**src/fetch_pkg.sv**
```systemverilog
package fetch_pkg;

    // Bus payload
    localparam int ADDR_WIDTH = 32;
    localparam int DATA_WIDTH = 32;

    // Instruction cache geometry, one word per line
    localparam int CACHE_LINES  = 16;
    localparam int OFFSET_WIDTH = 2;                      // Byte offset within a word
    localparam int INDEX_WIDTH  = $clog2(CACHE_LINES);
    localparam int TAG_WIDTH    = ADDR_WIDTH - INDEX_WIDTH - OFFSET_WIDTH;

    // Main memory
    localparam int MEM_WORDS       = 1024;
    localparam int MEM_INDEX_WIDTH = $clog2(MEM_WORDS);   // Word index, addr[11:2]
    localparam int MEM_LATENCY     = 3;                   // Accept to rsp_valid
    localparam int LAT_CNT_WIDTH   = $clog2(MEM_LATENCY + 1);

endpackage

```
**src/mem_bus_if.sv**
```systemverilog
interface mem_bus_if;

    logic                            req_valid;
    logic                            req_ready;
    logic                            write;       // 1 = store, 0 = load
    logic [fetch_pkg::ADDR_WIDTH-1:0] addr;        // Byte address
    logic [fetch_pkg::DATA_WIDTH-1:0] wdata;

    logic                            rsp_valid;   // One-cycle pulse, no ready
    logic [fetch_pkg::DATA_WIDTH-1:0] rdata;

    modport master (
        output req_valid,
        input  req_ready,
        output write,
        output addr,
        output wdata,
        input  rsp_valid,
        input  rdata
    );

    modport slave (
        input  req_valid,
        output req_ready,
        input  write,
        input  addr,
        input  wdata,
        output rsp_valid,
        output rdata
    );

endinterface

```
**src/mem_arbiter.sv**
```systemverilog
module mem_arbiter (
    input  logic      clk,
    input  logic      rst,

    mem_bus_if.slave  m0,   // Instruction side
    mem_bus_if.slave  m1,   // Load/store side
    mem_bus_if.master s
);

    logic busy;          // Transaction outstanding at the memory
    logic owner;         // 0 = m0, 1 = m1
    logic last_served;
    logic grant_m0;
    logic grant_m1;

    // Locked to the owner while busy, round robin otherwise
    always_comb begin
        if (busy) begin
            grant_m0 = !owner;
            grant_m1 = owner;
        end else begin
            grant_m0 = m0.req_valid && (!m1.req_valid || last_served);
            grant_m1 = m1.req_valid && (!m0.req_valid || !last_served);
        end
    end

    assign s.req_valid = !busy && ((grant_m0 && m0.req_valid) || (grant_m1 && m1.req_valid));
    assign s.write     = grant_m1 ? m1.write : m0.write;
    assign s.addr      = grant_m1 ? m1.addr  : m0.addr;
    assign s.wdata     = grant_m1 ? m1.wdata : m0.wdata;

    assign m0.req_ready = !busy && grant_m0 && s.req_ready;
    assign m1.req_ready = !busy && grant_m1 && s.req_ready;

    // Response goes back to the owner alone
    assign m0.rsp_valid = busy && !owner && s.rsp_valid;
    assign m1.rsp_valid = busy && owner && s.rsp_valid;
    assign m0.rdata     = owner ? '0 : s.rdata;
    assign m1.rdata     = owner ? s.rdata : '0;

    always_ff @(posedge clk or posedge rst) begin
        if (rst) begin
            busy        <= 1'b0;
            owner       <= 1'b0;
            last_served <= 1'b0;
        end else begin
            if (s.req_valid && s.req_ready) begin
                busy        <= 1'b1;
                owner       <= grant_m1;
                last_served <= grant_m1;
            end else if (busy && s.rsp_valid) begin
                busy <= 1'b0;
            end
        end
    end

endmodule

```
**src/flat_wrapper.sv**
```systemverilog
// flat-port wrapper written by rule: the top's interface ports become plain ports
module mem_arbiter_flat 
  (clk, rst, m0_req_valid, m0_req_ready, m0_write, m0_addr, m0_wdata, m0_rsp_valid, m0_rdata, m1_req_valid, m1_req_ready, m1_write, m1_addr, m1_wdata, m1_rsp_valid, m1_rdata, s_req_valid, s_req_ready, s_write, s_addr, s_wdata, s_rsp_valid, s_rdata);
  mem_bus_if m0_i ();
  mem_bus_if m1_i ();
  mem_bus_if s_i ();
  input  logic clk;
  input  logic rst;
  input wire logic [$bits(m0_i.req_valid)-1:0] m0_req_valid;
  output wire logic [$bits(m0_i.req_ready)-1:0] m0_req_ready;
  input wire logic [$bits(m0_i.write)-1:0] m0_write;
  input wire logic [$bits(m0_i.addr)-1:0] m0_addr;
  input wire logic [$bits(m0_i.wdata)-1:0] m0_wdata;
  output wire logic [$bits(m0_i.rsp_valid)-1:0] m0_rsp_valid;
  output wire logic [$bits(m0_i.rdata)-1:0] m0_rdata;
  input wire logic [$bits(m1_i.req_valid)-1:0] m1_req_valid;
  output wire logic [$bits(m1_i.req_ready)-1:0] m1_req_ready;
  input wire logic [$bits(m1_i.write)-1:0] m1_write;
  input wire logic [$bits(m1_i.addr)-1:0] m1_addr;
  input wire logic [$bits(m1_i.wdata)-1:0] m1_wdata;
  output wire logic [$bits(m1_i.rsp_valid)-1:0] m1_rsp_valid;
  output wire logic [$bits(m1_i.rdata)-1:0] m1_rdata;
  output wire logic [$bits(s_i.req_valid)-1:0] s_req_valid;
  input wire logic [$bits(s_i.req_ready)-1:0] s_req_ready;
  output wire logic [$bits(s_i.write)-1:0] s_write;
  output wire logic [$bits(s_i.addr)-1:0] s_addr;
  output wire logic [$bits(s_i.wdata)-1:0] s_wdata;
  input wire logic [$bits(s_i.rsp_valid)-1:0] s_rsp_valid;
  input wire logic [$bits(s_i.rdata)-1:0] s_rdata;
  assign m0_i.req_valid = m0_req_valid;
  assign m0_req_ready = m0_i.req_ready;
  assign m0_i.write = m0_write;
  assign m0_i.addr = m0_addr;
  assign m0_i.wdata = m0_wdata;
  assign m0_rsp_valid = m0_i.rsp_valid;
  assign m0_rdata = m0_i.rdata;
  assign m1_i.req_valid = m1_req_valid;
  assign m1_req_ready = m1_i.req_ready;
  assign m1_i.write = m1_write;
  assign m1_i.addr = m1_addr;
  assign m1_i.wdata = m1_wdata;
  assign m1_rsp_valid = m1_i.rsp_valid;
  assign m1_rdata = m1_i.rdata;
  assign s_req_valid = s_i.req_valid;
  assign s_i.req_ready = s_req_ready;
  assign s_write = s_i.write;
  assign s_addr = s_i.addr;
  assign s_wdata = s_i.wdata;
  assign s_i.rsp_valid = s_rsp_valid;
  assign s_i.rdata = s_rdata;
  mem_arbiter u_core (.clk(clk), .rst(rst), .m0(m0_i), .m1(m1_i), .s(s_i));
endmodule
```
**config.mk**
```make
export PLATFORM = sky130hd
export DESIGN_NAME = mem_arbiter_flat
export DESIGN_NICKNAME = d
export VERILOG_FILES = /design/src/fetch_pkg.sv /design/src/mem_bus_if.sv /design/src/mem_arbiter.sv /design/src/flat_wrapper.sv
export SDC_FILE = /design/constraint.sdc
export NUM_CORES = 1
export LEC_CHECK = 0
export BUFFER_PORTS_ARGS = -buffer_cell sky130_fd_sc_hd__clkbuf_2
export CAP_MARGIN = 20
export CORE_AREA = 2 2 117 119
export CTS_BUF_LIST = sky130_fd_sc_hd__clkbuf_2
export DETAILED_ROUTE_END_ITERATION = 8
export DIE_AREA = 0 0 119 121
export PLACE_DENSITY = 0.59
export SLEW_MARGIN = 5
export SYNTH_ARGS = -nofsm -noshare
export SYNTH_HDL_FRONTEND = slang
export SYNTH_SLANG_ARGS = --single-unit
export TNS_END_PERCENT = 5
```
**constraint.sdc**
```tcl
create_clock -name clk -period 1.75 [get_ports clk]
set_clock_uncertainty 0.2 [all_clocks]
set_input_delay 0.175 -clock clk [delete_from_list [all_inputs] [get_ports clk]]
set_output_delay 0.175 -clock clk [all_outputs]
set_load 0.03 [all_outputs]
```
## After elaboration in Yosys (flattened, before gate mapping)

Cells that the tools add are included.

- Bits in registers: 2
- Word-level logic and storage cells: 34
- Bits of input ports: 168
- Output and inout bits: 134

- Reduce and logical (&&, ||, !) cells: 23
- Mux-type cells: 9

Operators with widths:

| cell | number |
|---|---|
| $mux W32 | 4 |
| $logic_and A1 B1 Y1 | 15 |
| $mux W1 | 5 |
| $logic_not A1 Y1 | 4 |
| $logic_or A1 B1 Y1 | 3 |
| $reduce_bool A2 Y1 | 1 |

## Longest topological paths before layout

Gate-level depths: netlist of run 1.

- Depth in word-level cells: 9
- Gate-level depth with buffers: 6

## Least setup slack after synthesis of run 1

Ideal clock, no wire load.

- Path type: reg-to-output
- Start: register u_core.owner
- End: output port s_wdata[10]
- Stages on the path, launching flop included: 6
- Data arrival time: 1.639 ns
- Path slack: -0.264 ns
- Cell sequence: dfrtp_1 > buf_2 > a21boi_2 > buf_4 > mux2i_1 > o21ai_0

- Cells in the longest elaborated chain, start to end: 5

RTL lines:

| what | RTL line | text |
|---|---|---|
| start: declaration | mem_arbiter.sv:11 | `logic owner;` |
| start signal: assignment | mem_arbiter.sv:49 | `owner <= grant_m1;` |
| $logic_not A1 Y1 | n/a |  |
| $logic_or A1 B1 Y1 | n/a |  |
| $logic_and A1 B1 Y1 | n/a |  |
| $mux W1 * | mem_arbiter.sv:18 | `if (busy) begin` |
| $mux W32 * | mem_arbiter.sv:30 | `assign s.wdata = grant_m1 ? m1.wdata : m0.wdata;` |
| end: declaration | flat_wrapper.sv:27 | `output wire logic [$bits(s_i.wdata)-1:0] s_wdata;` |

Mark *: on every way between the ends. The rest lies on a longest branch, timed or not.

## Worst setup path in the final report of run 1

- Start: register u_core.owner
- End: output port s_wdata[11]

Same word-level chain as after synthesis.

==> metrics.txt, run 1 <==
# TYPE chip_impl_metric gauge
chip_impl_metric{name="latest_clock_arrival_within_the_worst_skew_pair",unit="ps"} 190
chip_impl_metric{name="seq_area_frac_synth",unit="%"} 1.86
chip_impl_metric{name="io-pin-count",unit=""} 302
chip_impl_metric{name="ys_ff_latch",unit=""} 2
chip_impl_metric{name="die_y",unit="um"} 121
chip_impl_metric{name="layout_setup_ws",unit="ps"} -313
chip_impl_metric{name="worst_ep_arrival_time",unit="ps"} 1690
chip_impl_metric{name="antenna_found_initial",unit=""} 0
chip_impl_metric{name="final_core_area_utilization",unit="%"} 40.9
chip_impl_metric{name="grt-ovfl-total",unit=""} 0
chip_impl_metric{name="port-buffer-count",unit=""} 301
chip_impl_metric{name="synth_compound_area_share",unit="%"} 13.5
chip_impl_info{name="endpoint_kind",value="primary output"} 1
chip_impl_metric{name="post_drt_wl_per_cell",unit="um"} 13.4
chip_impl_info{name="synth_top_family_by_area",value="multiplexers"} 1
chip_impl_metric{name="synthMuxAreaShare",unit="%"} 51.5
chip_impl_metric{name="detailroute.via_count",unit=""} 3821
chip_impl_info{name="rsz_0062_raised_after_global_routing",value="yes"} 1
chip_impl_metric{name="max_slew.worst_pin.slew",unit="ps"} 215
chip_impl_info{name="failed_checks",value="negative setup slack"} 1
chip_impl_metric{name="dpl-instance-area",unit="sq um"} 4580
chip_impl_metric{name="max_freq",unit="MHz"} 485
chip_impl_metric{name="cts_buffers",unit=""} 3
chip_impl_info{name="synth-main-ff-cell",value="dfrtp_1"} 1
chip_impl_metric{name="grt_max_degree",unit=""} 60
chip_impl_metric{name="slew_headroom",unit="%"} 85.5
chip_impl_metric{name="gp_congestion",unit=""} 0.799
chip_impl_metric{name="period_minus_slack",unit="ps"} 2060
chip_impl_metric{name="asyncSetResetFlopFracSynth",unit="%"} 100
chip_impl_metric{name="power_per_cell_area",unit="nW/um^2"} 1030
chip_impl_metric{name="worst-path-max-fanout",unit=""} 11
chip_impl_metric{name="grt_first_pass_wirelength",unit="um"} 17000
chip_impl_info{name="top_signal_layer_used",value="met4"} 1
chip_impl_info{name="timing.hold.worst.class",value="in -> reg"} 1
chip_impl_metric{name="die-area",unit="sq um"} 14400
chip_impl_metric{name="yosys.cell_types.count",unit=""} 19
chip_impl_metric{name="number_of_synthesized_flops_with_an_enable_pin",unit=""} 0
chip_impl_info{name="cts-root-buf",value="clkbuf_2"} 1
chip_impl_info{name="worst_setup_path_start_kind",value="flip-flop"} 1
chip_impl_metric{name="leak_pwr",unit="uW"} 0.00273
chip_impl_metric{name="standard_cell_row_count",unit=""} 42
chip_impl_metric{name="path_clk_slew",unit="ps"} 30
chip_impl_metric{name="worstPathRequired",unit="ps"} 1370
chip_impl_metric{name="yosys_warnings",unit=""} 0
chip_impl_metric{name="dr.first_iter.drc_count",unit=""} 66
chip_impl_metric{name="multi_input_comb_area",unit="sq um"} 2490
chip_impl_metric{name="n_fill_cell",unit=""} 1336
chip_impl_metric{name="detail-route-antenna-nets",unit=""} 0
chip_impl_metric{name="crit_share_post_route",unit="%"} 118
chip_impl_metric{name="wl_met3",unit="um"} 926
chip_impl_metric{name="route.layer.met1.wl",unit="um"} 4540
chip_impl_metric{name="net_count_final",unit=""} 855
chip_impl_metric{name="first_pass_iters",unit=""} 4
chip_impl_metric{name="core_area",unit="sq um"} 13100
chip_impl_metric{name="maxSlewViolCount",unit=""} 0
chip_impl_metric{name="r2r_cells",unit=""} 6
chip_impl_metric{name="first_global_vias",unit=""} 3636
chip_impl_metric{name="post_synthesis_average_cell_area",unit="sq um"} 7.07
chip_impl_metric{name="wire_length_on_met2",unit="um"} 5960
chip_impl_metric{name="layout-area-overhead-vs-synth",unit="%"} 99.4
chip_impl_metric{name="seqCellArea",unit="sq um"} 57.6
chip_impl_info{name="layout_common_cells",value="170 x clkbuf_2, 111 x buf_4, 66 x nand2_1, 65 x mux2i_1, 64 x mux2_2"} 1
chip_impl_metric{name="timing.setup.tns",unit="ps"} -31610
chip_impl_metric{name="die_x",unit="um"} 119
chip_impl_metric{name="numClockSinks",unit=""} 2
chip_impl_metric{name="hpwl",unit="um"} 8860
chip_impl_metric{name="hold_viol_final",unit=""} 0
chip_impl_metric{name="syn-instance-count",unit=""} 380
chip_impl_info{name="worst_setup_path_class",value="reg -> out"} 1
chip_impl_metric{name="xor_xnor_portion_of_the_synthesized_cell_area",unit="%"} 0
chip_impl_metric{name="layout.cell_area.non_filler",unit="sq um"} 5350
chip_impl_metric{name="antenna_cells_inserted",unit=""} 0
chip_impl_metric{name="power.ir.vdd_worst",unit="V"} 0.000561
chip_impl_metric{name="worstHoldPathCells",unit=""} 2
chip_impl_metric{name="groute.usage.overall",unit="%"} 14.2
chip_impl_metric{name="drive_above_1_share",unit="%"} 61.5
chip_impl_info{name="tritoncts",value="yes"} 1
chip_impl_metric{name="clock_tree.buffer_depth",unit=""} 2
chip_impl_metric{name="post-route-drc-count",unit=""} 0
chip_impl_metric{name="h-tree-depth",unit=""} 1
chip_impl_metric{name="floorplan.initialDensity",unit="%"} 20.5
chip_impl_metric{name="totalWireLength",unit="um"} 11600
chip_impl_metric{name="timing.final.setup_violations",unit=""} 131
chip_impl_metric{name="syn_area",unit="sq um"} 2690
chip_impl_metric{name="max_cap_viol",unit=""} 0
chip_impl_metric{name="routed_via_density",unit=""} 4.44
chip_impl_metric{name="synthesized_area_fraction_occupied_by_adder_cells",unit="%"} 0
chip_impl_info{name="final_common_cell",value="clkbuf_2"} 1
chip_impl_metric{name="mappedNetlistNets",unit=""} 548
chip_impl_metric{name="timing.hold.ws",unit="ps"} 18.3
chip_impl_info{name="result_of_the_run",value="finished, violations left"} 1
chip_impl_metric{name="synthSimpleGateAreaFrac",unit="%"} 25.4
power by group:
| part | total, uW | internal (uW) | switching (uW) |
|---|---|---|---|
| sequential | 95.7 | 66.8 | 28.9 |
| clock | 70.1 | 45.2 | 24.9 |
| combinational | 5360 | 2480 | 2880 |
| total | 5530 | 2590 | 2940 |
layout make-up:
cell class | count | area share (%)
clock buffer | 3 | 0.280
timing repair buffer | 339 | 47.9
inverter | 3 | 0.210
multi-input combinational | 338 | 46.4
sequential | 2 | 1.08
tap | 176 | 4.11
critical path: stages, from the launching register on:
cell and delay, ps:
dfrtp_4 480, buf_8 150, buf_12 120, clkbuf_16 160, mux2_2 270, nand2_1 80
o21ai_2 50, clkbuf_4 180
final timing paths:
check / endpoint / from / slack (ps)
max: s_wdata[11] / u_core.owner$_DFFE_PP0P_ / -310
min: u_core.busy$_DFFE_PP0P_ / s_rsp_valid / 20
max reg2reg: u_core.owner$_DFFE_PP0P_ / u_core.owner$_DFFE_PP0P_ / 230
min reg2reg: u_core.busy$_DFFE_PP0P_ / u_core.busy$_DFFE_PP0P_ / 730
max in group asynchronous: u_core.owner$_DFFE_PP0P_ / rst / 1020
min in group asynchronous: u_core.busy$_DFFE_PP0P_ / rst / 190
per-layer routing:
metal	track usage [%]	vias to the layer above
li1	-	1930
met1	16.2	1698
met2	27.2	183
met3	2.58	10
met4	3.35	0
met5	0	-
flip-flops by register name, summed over array words and instances (netlist names):
signal / cells
u_core.owner: 1
u_core.busy: 1
kinds of logic after synthesis:
group / count (synthesis)
muxes: 130
buffers and inverters: 40
DFF: 2
AOI/OAI and AO/OA: 71
and+or+nand+nor: 137
metrics by stage:
stage / power (uW) / instances / setup WS (ps)
floorplan: 3190 / 380 / -213
global placement: 4510 / 845 / -98.9
detailed placement: 4520 / 845 / -121
CTS: 5130 / 854 / -328
global route: 5860 / 861 / -367
finish: 5530 / 861 / -313
Yosys cell counts (all sizes together) (2+ instances only):
library cell	count	area, sq um
dfrtp	2	50.1
mux2i	65	651
clkbuf	17	63.8
nand2	67	251
a21oi	2	10.0
o21ai	67	335
mux2	65	732
nor2	3	11.3
buf	20	133
and2	33	206
nor2b	33	206
inv	3	11.3
what timing repair did:
item / 4_1_cts / 5_1_grt
setup buffers: 2 / 2
endpoints found under the hold margin: 2 / 0
pin swaps: 2 / 6
setup endpoints to repair: 128 / 134
hold buffers: 1 / 0
resized for setup: 145 / 151
gates cloned: 3 / 5
Note: power is estimated with default switching activity, not from simulation.
==> inputs of run 2 (changes only) <==
--- a/config.mk
+++ b/config.mk
@@ -5,6 +5,7 @@
 export SDC_FILE = /design/constraint.sdc
 export NUM_CORES = 1
 export LEC_CHECK = 0
+export ABC_CLOCK_PERIOD_IN_PS = 1750
 export BUFFER_PORTS_ARGS = -buffer_cell sky130_fd_sc_hd__clkbuf_2
 export CAP_MARGIN = 20
 export CORE_AREA = 2 2 117 119
@@ -12,6 +13,7 @@
 export DETAILED_ROUTE_END_ITERATION = 8
 export DIE_AREA = 0 0 119 121
 export PLACE_DENSITY = 0.59
+export REMOVE_ABC_BUFFERS = 1
 export SLEW_MARGIN = 5
 export SYNTH_ARGS = -nofsm -noshare
 export SYNTH_HDL_FRONTEND = slang
==> run 2 against run 1 <==
Against the previous run: the run still ends with negative setup slack left; setup slack improved by 19 ps; cell area decreased by 4.5%; sequential power increased by 2.3%; non-clock buffer count decreased by 5; sequential cell count unchanged; global-route usage increased by 0.78 points; critical path type unchanged; utilization decreased by 1.8 points; worst hold slack improved by 140 ps.
==> metrics.txt, run 2 (same netlist as run 1, synthesis figures left out) <==
# TYPE chip_impl_metric gauge
chip_impl_info{name="worst_setup_path_start_kind",value="flip-flop"} 1
chip_impl_info{name="result_of_the_run",value="finished, violations left"} 1
chip_impl_metric{name="antenna_cells_inserted",unit=""} 0
chip_impl_metric{name="grt_first_pass_wirelength",unit="um"} 17500
chip_impl_metric{name="numClockSinks",unit=""} 2
chip_impl_metric{name="crit_share_post_route",unit="%"} 117
chip_impl_metric{name="gp_congestion",unit=""} 0.817
chip_impl_metric{name="layout.cell_area.non_filler",unit="sq um"} 5110
chip_impl_metric{name="port-buffer-count",unit=""} 301
chip_impl_metric{name="r2r_cells",unit=""} 4
chip_impl_metric{name="net_count_final",unit=""} 850
chip_impl_metric{name="hold_viol_final",unit=""} 0
chip_impl_info{name="worst_setup_path_class",value="reg -> out"} 1
chip_impl_metric{name="grt-ovfl-total",unit=""} 0
chip_impl_info{name="failed_checks",value="negative setup slack"} 1
chip_impl_info{name="rsz_0062_raised_after_global_routing",value="yes"} 1
chip_impl_metric{name="first_pass_iters",unit=""} 4
chip_impl_metric{name="timing.final.setup_violations",unit=""} 84
chip_impl_metric{name="h-tree-depth",unit=""} 1
chip_impl_metric{name="core_area",unit="sq um"} 13100
chip_impl_metric{name="cts_buffers",unit=""} 3
chip_impl_metric{name="slew_headroom",unit="%"} 84.7
chip_impl_metric{name="maxSlewViolCount",unit=""} 0
chip_impl_metric{name="die-area",unit="sq um"} 14400
chip_impl_metric{name="max_slew.worst_pin.slew",unit="ps"} 229
chip_impl_info{name="cell_at_the_slowest_stage_of_the_critical_path",value="dfrtp_4"} 1
chip_impl_metric{name="drive_above_1_share",unit="%"} 59.4
chip_impl_info{name="cts-root-buf",value="clkbuf_2"} 1
chip_impl_info{name="endpoint_kind",value="primary output"} 1
chip_impl_metric{name="worstPathRequired",unit="ps"} 1370
chip_impl_info{name="crit_path_cell_trace",value="a21boi_4, buf_12, buf_16, mux2i_1, o21ai_1, clkbuf_4"} 1
chip_impl_metric{name="max_freq",unit="MHz"} 489
chip_impl_metric{name="layout_setup_ws",unit="ps"} -294
chip_impl_metric{name="dr.first_iter.drc_count",unit=""} 91
chip_impl_metric{name="power_per_cell_area",unit="nW/um^2"} 1000
chip_impl_metric{name="layout-area-overhead-vs-synth",unit="%"} 90.4
chip_impl_metric{name="detailroute.via_count",unit=""} 3786
chip_impl_metric{name="path_clk_slew",unit="ps"} 30
chip_impl_metric{name="post-route-drc-count",unit=""} 0
chip_impl_metric{name="grt_max_degree",unit=""} 47
chip_impl_metric{name="dpl-instance-area",unit="sq um"} 4490
chip_impl_metric{name="final_core_area_utilization",unit="%"} 39.1
chip_impl_metric{name="worst-path-max-fanout",unit=""} 8
chip_impl_metric{name="standard_cell_row_count",unit=""} 42
chip_impl_metric{name="place.detailed.instances",unit=""} 844
chip_impl_metric{name="worst_ep_arrival_time",unit="ps"} 1670
chip_impl_info{name="final_common_cell",value="clkbuf_2"} 1
chip_impl_metric{name="routed_via_density",unit=""} 4.42
chip_impl_info{name="tritoncts",value="yes"} 1
chip_impl_metric{name="floorplan.initialDensity",unit="%"} 20.5
chip_impl_metric{name="leak_pwr",unit="uW"} 0.00261
chip_impl_metric{name="clock_tree.buffer_depth",unit=""} 2
chip_impl_metric{name="die_x",unit="um"} 119
chip_impl_info{name="largest_registers",value="u_core.busy x1, u_core.owner x1"} 1
chip_impl_info{name="timing.hold.worst.class",value="in -> reg"} 1
chip_impl_metric{name="groute.usage.overall",unit="%"} 15.0
chip_impl_metric{name="max_cap_viol",unit=""} 0
chip_impl_metric{name="power.ir.vdd_worst",unit="V"} 0.000315
chip_impl_metric{name="first_global_vias",unit=""} 3381
chip_impl_metric{name="hpwl",unit="um"} 9380
chip_impl_metric{name="detail-route-antenna-nets",unit=""} 0
chip_impl_metric{name="latest_clock_arrival_within_the_worst_skew_pair",unit="ps"} 190
chip_impl_metric{name="period_minus_slack",unit="ps"} 2040
chip_impl_metric{name="post_drt_wl_per_cell",unit="um"} 13.9
chip_impl_metric{name="instances_no_fill",unit=""} 856
chip_impl_metric{name="timing.setup.tns",unit="ps"} -18790
chip_impl_metric{name="io-pin-count",unit=""} 302
chip_impl_metric{name="cp_slowest_stage_delay",unit="ps"} 480
chip_impl_metric{name="antenna_found_initial",unit=""} 0
chip_impl_info{name="layout_common_cells",value="172 x clkbuf_2, 82 x buf_4, 67 x nand2_1, 65 x mux2i_1, 65 x mux2_2"} 1
chip_impl_metric{name="totalWireLength",unit="um"} 11900
chip_impl_metric{name="worstHoldPathCells",unit=""} 3
chip_impl_metric{name="die_y",unit="um"} 121
[run 2: cell types whose count changed in the layout (fill, tap and decap cells not counted), moves of 4 or more]
cell      before  now
clkbuf_4       2   48
buf_4        111   82
buf_2         14    6
buf_12        13    6
buf_8          7    0
o21ai_0        3    7
[run 2: worst paths after layout]
kind | from | endpoint | slack, ps
max | u_core.owner$_DFFE_PP0P_ | s_wdata[18] | -290
min | m0_req_valid | u_core.owner$_DFFE_PP0P_ | 160
max reg2reg | u_core.busy$_DFFE_PP0P_ | u_core.owner$_DFFE_PP0P_ | 320
min reg2reg | u_core.owner$_DFFE_PP0P_ | u_core.owner$_DFFE_PP0P_ | 650
max in group asynchronous | rst | u_core.owner$_DFFE_PP0P_ | 1050
min in group asynchronous | rst | u_core.busy$_DFFE_PP0P_ | 170
[run 2: report_power, final]
group          switching (uW)  internal [uW]  total (uW)
sequential               31.2           66.7        97.9
clock                    25.9           45.4        71.4
combinational            2760           2190        4950
[run 2: worst max-delay path, delay by kind of cell, from the launching register on]
| kind | cells | cell delay, ps |
|---|---|---|
| buffers and inverters | 3 | 510 |
| AOI/OAI and AO/OA | 2 | 250 |
| DFF | 1 | 480 |
| muxes | 1 | 220 |
[run 2: layout make-up]
| cell class | instances | area, sq um |
|---|---|---|
| Clock buffer | 3 | 15.0 |
| Fill cell | 1377 | 7970 |
| Inverter | 3 | 11.3 |
| Multi-Input combinational cell | 338 | 2440 |
| Sequential cell | 2 | 57.6 |
| Tap cell | 176 | 220 |
| Timing Repair Buffer | 334 | 2370 |
[run 2: timing repair]
action / in CTS / in global routing
setup buffers: 2 / 0
gates cloned: 4 / 1
endpoints found under the setup margin: 121 / 133
hold endpoints to repair: 3 / 0
hold buffers: 2 / 0
gates resized for setup: 162 / 84
pin swaps: 1 / 1
[run 2: metrics by stage]
stage          total power [uW]  setup slack, ps  hold slack [ps]
2_1_floorplan              3170            -4570             -284
3_3_place_gp               4420             -102             -189
3_5_place_dp               4430             -128             -182
4_1_cts                    5060             -339              140
5_1_grt                    5440             -408              162
6_report                   5120             -294              159
[run 2: metal layers]
layer | part of all wire (%) | global-route usage, %
met1 | 39 | 17.0
met2 | 54 | 29.4
met3 | 6.6 | 2.40
met4 | 0.71 | 2.68
met5 | 0 | 0
==> inputs of run 3 (changes only) <==
--- a/config.mk
+++ b/config.mk
@@ -10,9 +10,10 @@
 export CAP_MARGIN = 20
 export CORE_AREA = 2 2 117 119
 export CTS_BUF_LIST = sky130_fd_sc_hd__clkbuf_2
+export CTS_CLUSTER_DIAMETER = 80
 export DETAILED_ROUTE_END_ITERATION = 8
 export DIE_AREA = 0 0 119 121
-export PLACE_DENSITY = 0.59
+export PLACE_DENSITY_LB_ADDON = 0.08
 export REMOVE_ABC_BUFFERS = 1
 export SLEW_MARGIN = 5
 export SYNTH_ARGS = -nofsm -noshare
==> constraint.sdc (replaced) <==
create_clock -name clk -period 1.75 [get_ports clk]
set_clock_uncertainty 0.2 [all_clocks]
set_input_delay 0 -clock clk [delete_from_list [all_inputs] [get_ports clk]]
set_output_delay 0 -clock clk [all_outputs]
set_load 0.03 [all_outputs]
==> run 3 against run 2 <==
Against the previous run: the run still ends with negative setup slack left; global-route usage rose by 1.6 points; critical path depth is the same; worst hold slack got worse by 130 ps; non-clock buffer count is 7 lower; setup slack better by 94 ps; via count rose by 0.69%; sequential cell count is the same; wire length grew 12%; sequential share of layout area about the same; cell area rose by 3.3%; utilization increased by 1.3 points; critical endpoint is now s_addr[15]; highest routed layer is now met5.
==> metrics.txt, run 3 (same netlist as run 1, synthesis figures left out) <==
# TYPE chip_impl_metric gauge
chip_impl_metric{name="maxSlewViolCount",unit=""} 0
chip_impl_metric{name="hpwl",unit="um"} 9470
chip_impl_metric{name="max_cap_viol",unit=""} 0
chip_impl_metric{name="p_int",unit="uW"} 2420
chip_impl_metric{name="worst-path-max-fanout",unit=""} 5
chip_impl_metric{name="core_area",unit="sq um"} 13100
chip_impl_metric{name="dr.first_iter.drc_count",unit=""} 77
chip_impl_metric{name="die-area",unit="sq um"} 14400
chip_impl_metric{name="switching_share",unit="%"} 54.6
chip_impl_info{name="worst_case_hold_path_end_point",value="u_core.busy$_DFFE_PP0P_"} 1
chip_impl_metric{name="grt_max_degree",unit=""} 75
chip_impl_metric{name="sequentialPowerShare",unit="%"} 1.6
chip_impl_info{name="failed_checks",value="negative setup slack"} 1
chip_impl_metric{name="leak_pwr",unit="uW"} 0.00265
chip_impl_metric{name="grt-ovfl-total",unit=""} 0
chip_impl_metric{name="multi_input_comb_area",unit="sq um"} 2450
chip_impl_metric{name="rrSetupSlack",unit="ps"} 410
chip_impl_info{name="cell_at_the_slowest_stage_of_the_critical_path",value="dfrtp_4"} 1
chip_impl_info{name="worst_setup_path_start_kind",value="flip-flop"} 1
chip_impl_info{name="r2r-end",value="u_core.owner$_DFFE_PP0P_"} 1
chip_impl_metric{name="seqCellArea",unit="sq um"} 57.6
chip_impl_metric{name="path_clk_slew",unit="ps"} 40
chip_impl_metric{name="port-buffer-count",unit=""} 301
chip_impl_info{name="largest_registers",value="u_core.busy x1, u_core.owner x1"} 1
chip_impl_info{name="endpoint_kind",value="primary output"} 1
chip_impl_metric{name="layout-area-overhead-vs-synth",unit="%"} 96.8
chip_impl_metric{name="grt_first_pass_wirelength",unit="um"} 18900
chip_impl_info{name="min-delay-start",value="s_req_ready"} 1
chip_impl_metric{name="max_freq",unit="MHz"} 513
chip_impl_metric{name="floorplan.initialDensity",unit="%"} 20.5
chip_impl_metric{name="worstHoldPathCells",unit=""} 4
chip_impl_metric{name="timing.setup.tns",unit="ps"} -10640
chip_impl_metric{name="hold_viol_final",unit=""} 0
chip_impl_metric{name="io-pin-count",unit=""} 302
chip_impl_info{name="final_common_cell",value="clkbuf_2"} 1
chip_impl_metric{name="layout_setup_ws",unit="ps"} -200
chip_impl_metric{name="power.ir.vdd_worst",unit="V"} 0.000330
chip_impl_metric{name="totalWireLength",unit="um"} 13400
chip_impl_metric{name="place.detailed.instances",unit=""} 827
chip_impl_info{name="result_of_the_run",value="finished, violations left"} 1
chip_impl_metric{name="drive_above_1_share",unit="%"} 59.1
chip_impl_metric{name="routed_via_density",unit=""} 4.48
chip_impl_metric{name="detailroute.via_count",unit=""} 3812
chip_impl_metric{name="p_comb_share",unit="%"} 96.8
chip_impl_metric{name="net_count_final",unit=""} 843
chip_impl_metric{name="timing.hold.ws",unit="ps"} 30.3
chip_impl_metric{name="cp_slowest_stage_delay",unit="ps"} 490
chip_impl_metric{name="h-tree-depth",unit=""} 1
chip_impl_metric{name="detailedPlace.worstSlack",unit="ps"} -75.1
chip_impl_metric{name="cts_buffers",unit=""} 3
chip_impl_info{name="crit_path_cell_trace",value="a21boi_4, buf_6, buf_12, mux2i_2, o21ai_1, buf_4"} 1
chip_impl_metric{name="power.share.clock",unit="%"} 1.6
chip_impl_metric{name="period_minus_slack",unit="ps"} 1950
chip_impl_metric{name="cp.buffers_inverters",unit=""} 3
chip_impl_metric{name="worst_ep_arrival_time",unit="ps"} 1750
chip_impl_metric{name="power_per_cell_area",unit="nW/um^2"} 1010
chip_impl_metric{name="n_fill_cell",unit=""} 1345
chip_impl_metric{name="die_x",unit="um"} 119
chip_impl_info{name="rsz_0062_raised_after_global_routing",value="yes"} 1
chip_impl_metric{name="final_core_area_utilization",unit="%"} 40.4
chip_impl_metric{name="post_drt_wl_per_cell",unit="um"} 15.7
chip_impl_metric{name="r2r_cells",unit=""} 3
chip_impl_metric{name="die_y",unit="um"} 121
chip_impl_metric{name="numClockSinks",unit=""} 2
chip_impl_metric{name="first_global_vias",unit=""} 3573
chip_impl_metric{name="groute.usage.overall",unit="%"} 16.6
chip_impl_info{name="cpLargestDelayFamily",value="flip-flops"} 1
chip_impl_metric{name="max_slew.worst_pin.slew",unit="ps"} 350
chip_impl_metric{name="antenna_found_initial",unit=""} 2
chip_impl_metric{name="first_pass_iters",unit=""} 4
chip_impl_metric{name="gp_congestion",unit=""} 0.798
chip_impl_metric{name="timing.final.setup_violations",unit=""} 107
chip_impl_info{name="crit-reg2reg-launch",value="u_core.busy$_DFFE_PP0P_"} 1
chip_impl_info{name="timing.hold.worst.class",value="in -> reg"} 1
chip_impl_metric{name="slew_headroom",unit="%"} 76.6
chip_impl_metric{name="instances_no_fill",unit=""} 850
chip_impl_metric{name="power_switching",unit="uW"} 2910
chip_impl_info{name="layout_common_cells",value="178 x clkbuf_2, 76 x buf_4, 67 x nand2_1, 65 x mux2_2, 62 x mux2i_1"} 1
chip_impl_info{name="worst_setup_path_class",value="reg -> out"} 1
chip_impl_metric{name="crit_share_post_route",unit="%"} 111
chip_impl_metric{name="detail-route-antenna-nets",unit=""} 0
chip_impl_metric{name="post-route-drc-count",unit=""} 0
chip_impl_info{name="tritoncts",value="yes"} 1
chip_impl_metric{name="worstPathRequired",unit="ps"} 1550
chip_impl_metric{name="standard_cell_row_count",unit=""} 42
chip_impl_metric{name="latest_clock_arrival_within_the_worst_skew_pair",unit="ps"} 210
chip_impl_metric{name="clock_tree.buffer_depth",unit=""} 2
chip_impl_info{name="cts-root-buf",value="clkbuf_2"} 1
run 3: cell types whose count changed in the layout (fill, tap and decap cells not counted), sizes merged:
cell and change:
diode +1, clkbuf -2, buf -8, dlygate4sd3 +3
run 3: stage by stage:
stage | area (sq um) | total power [uW]
2_1_floorplan | 2490 | 3170
3_3_place_gp | 4360 | 4290
3_5_place_dp | 4360 | 4310
4_1_cts | 5280 | 5210
5_1_grt | 5280 | 5660
6_report | 5280 | 5330
run 3: worst max path at each step:
stage                                        start           to  slack (ps)  depth (start not counted)
final                     u_core.owner$_DFFE_PP0P_   s_addr[15]        -200                          6
after global routing      u_core.owner$_DFFE_PP0P_   s_addr[14]        -300                          6
after CTS                 u_core.owner$_DFFE_PP0P_   s_addr[15]        -250                          7
after detailed placement  u_core.owner$_DFFE_PP0P_  s_wdata[14]         -80                          5
after global placement    u_core.owner$_DFFE_PP0P_  s_wdata[14]         -40                          5
after floorplan           u_core.owner$_DFFE_PP0P_   s_addr[31]       -4390                          3
run 3: power groups by stage:
stage / registers, uW / logic [uW] / clock network, uW
6_report: 86.4 / 5160 / 84.5
5_1_grt: 89.3 / 5480 / 95.6
4_1_cts: 85.5 / 5040 / 87.3
3_3_place_gp: 89.0 / 4200 / 0
3_5_place_dp: 90.8 / 4220 / 0
2_1_floorplan: 373 / 2800 / 0
run 3: layout make-up:
class                           count  area share [%]
Multi-Input combinational cell    338            46.4
Tap cell                          176            4.17
Clock buffer                        3           0.284
Inverter                            3           0.213
Sequential cell                     2            1.09
Timing Repair Buffer              327            47.8
Antenna cell                        1          0.0474
run 3: what timing repair did:
action / in CTS / in global routing
buffers inserted: 10 / 0
setup endpoints to repair: 98 / 130
pin swaps: 1 / 4
hold endpoints to repair: 4 / 0
hold buffers: 5 / 0
cloned: 5 / 4
gates resized for setup: 184 / 93
run 3: worst register-to-register path: stages (launching register included):
cell and delay [ps]:
dfrtp_4 500, nor2b_1 290, a21oi_1 110, a31oi_1 160
run 3: routing by layer:
metal | share of wire (%) | vias up | GRT usage, %
li1 | - | 1902 | -
met1 | 36 | 1729 | 16.8
met2 | 55 | 165 | 33.8
met3 | 7.1 | 14 | 3.67
met4 | 1.7 | 2 | 4.32
met5 | 0.097 | - | 0
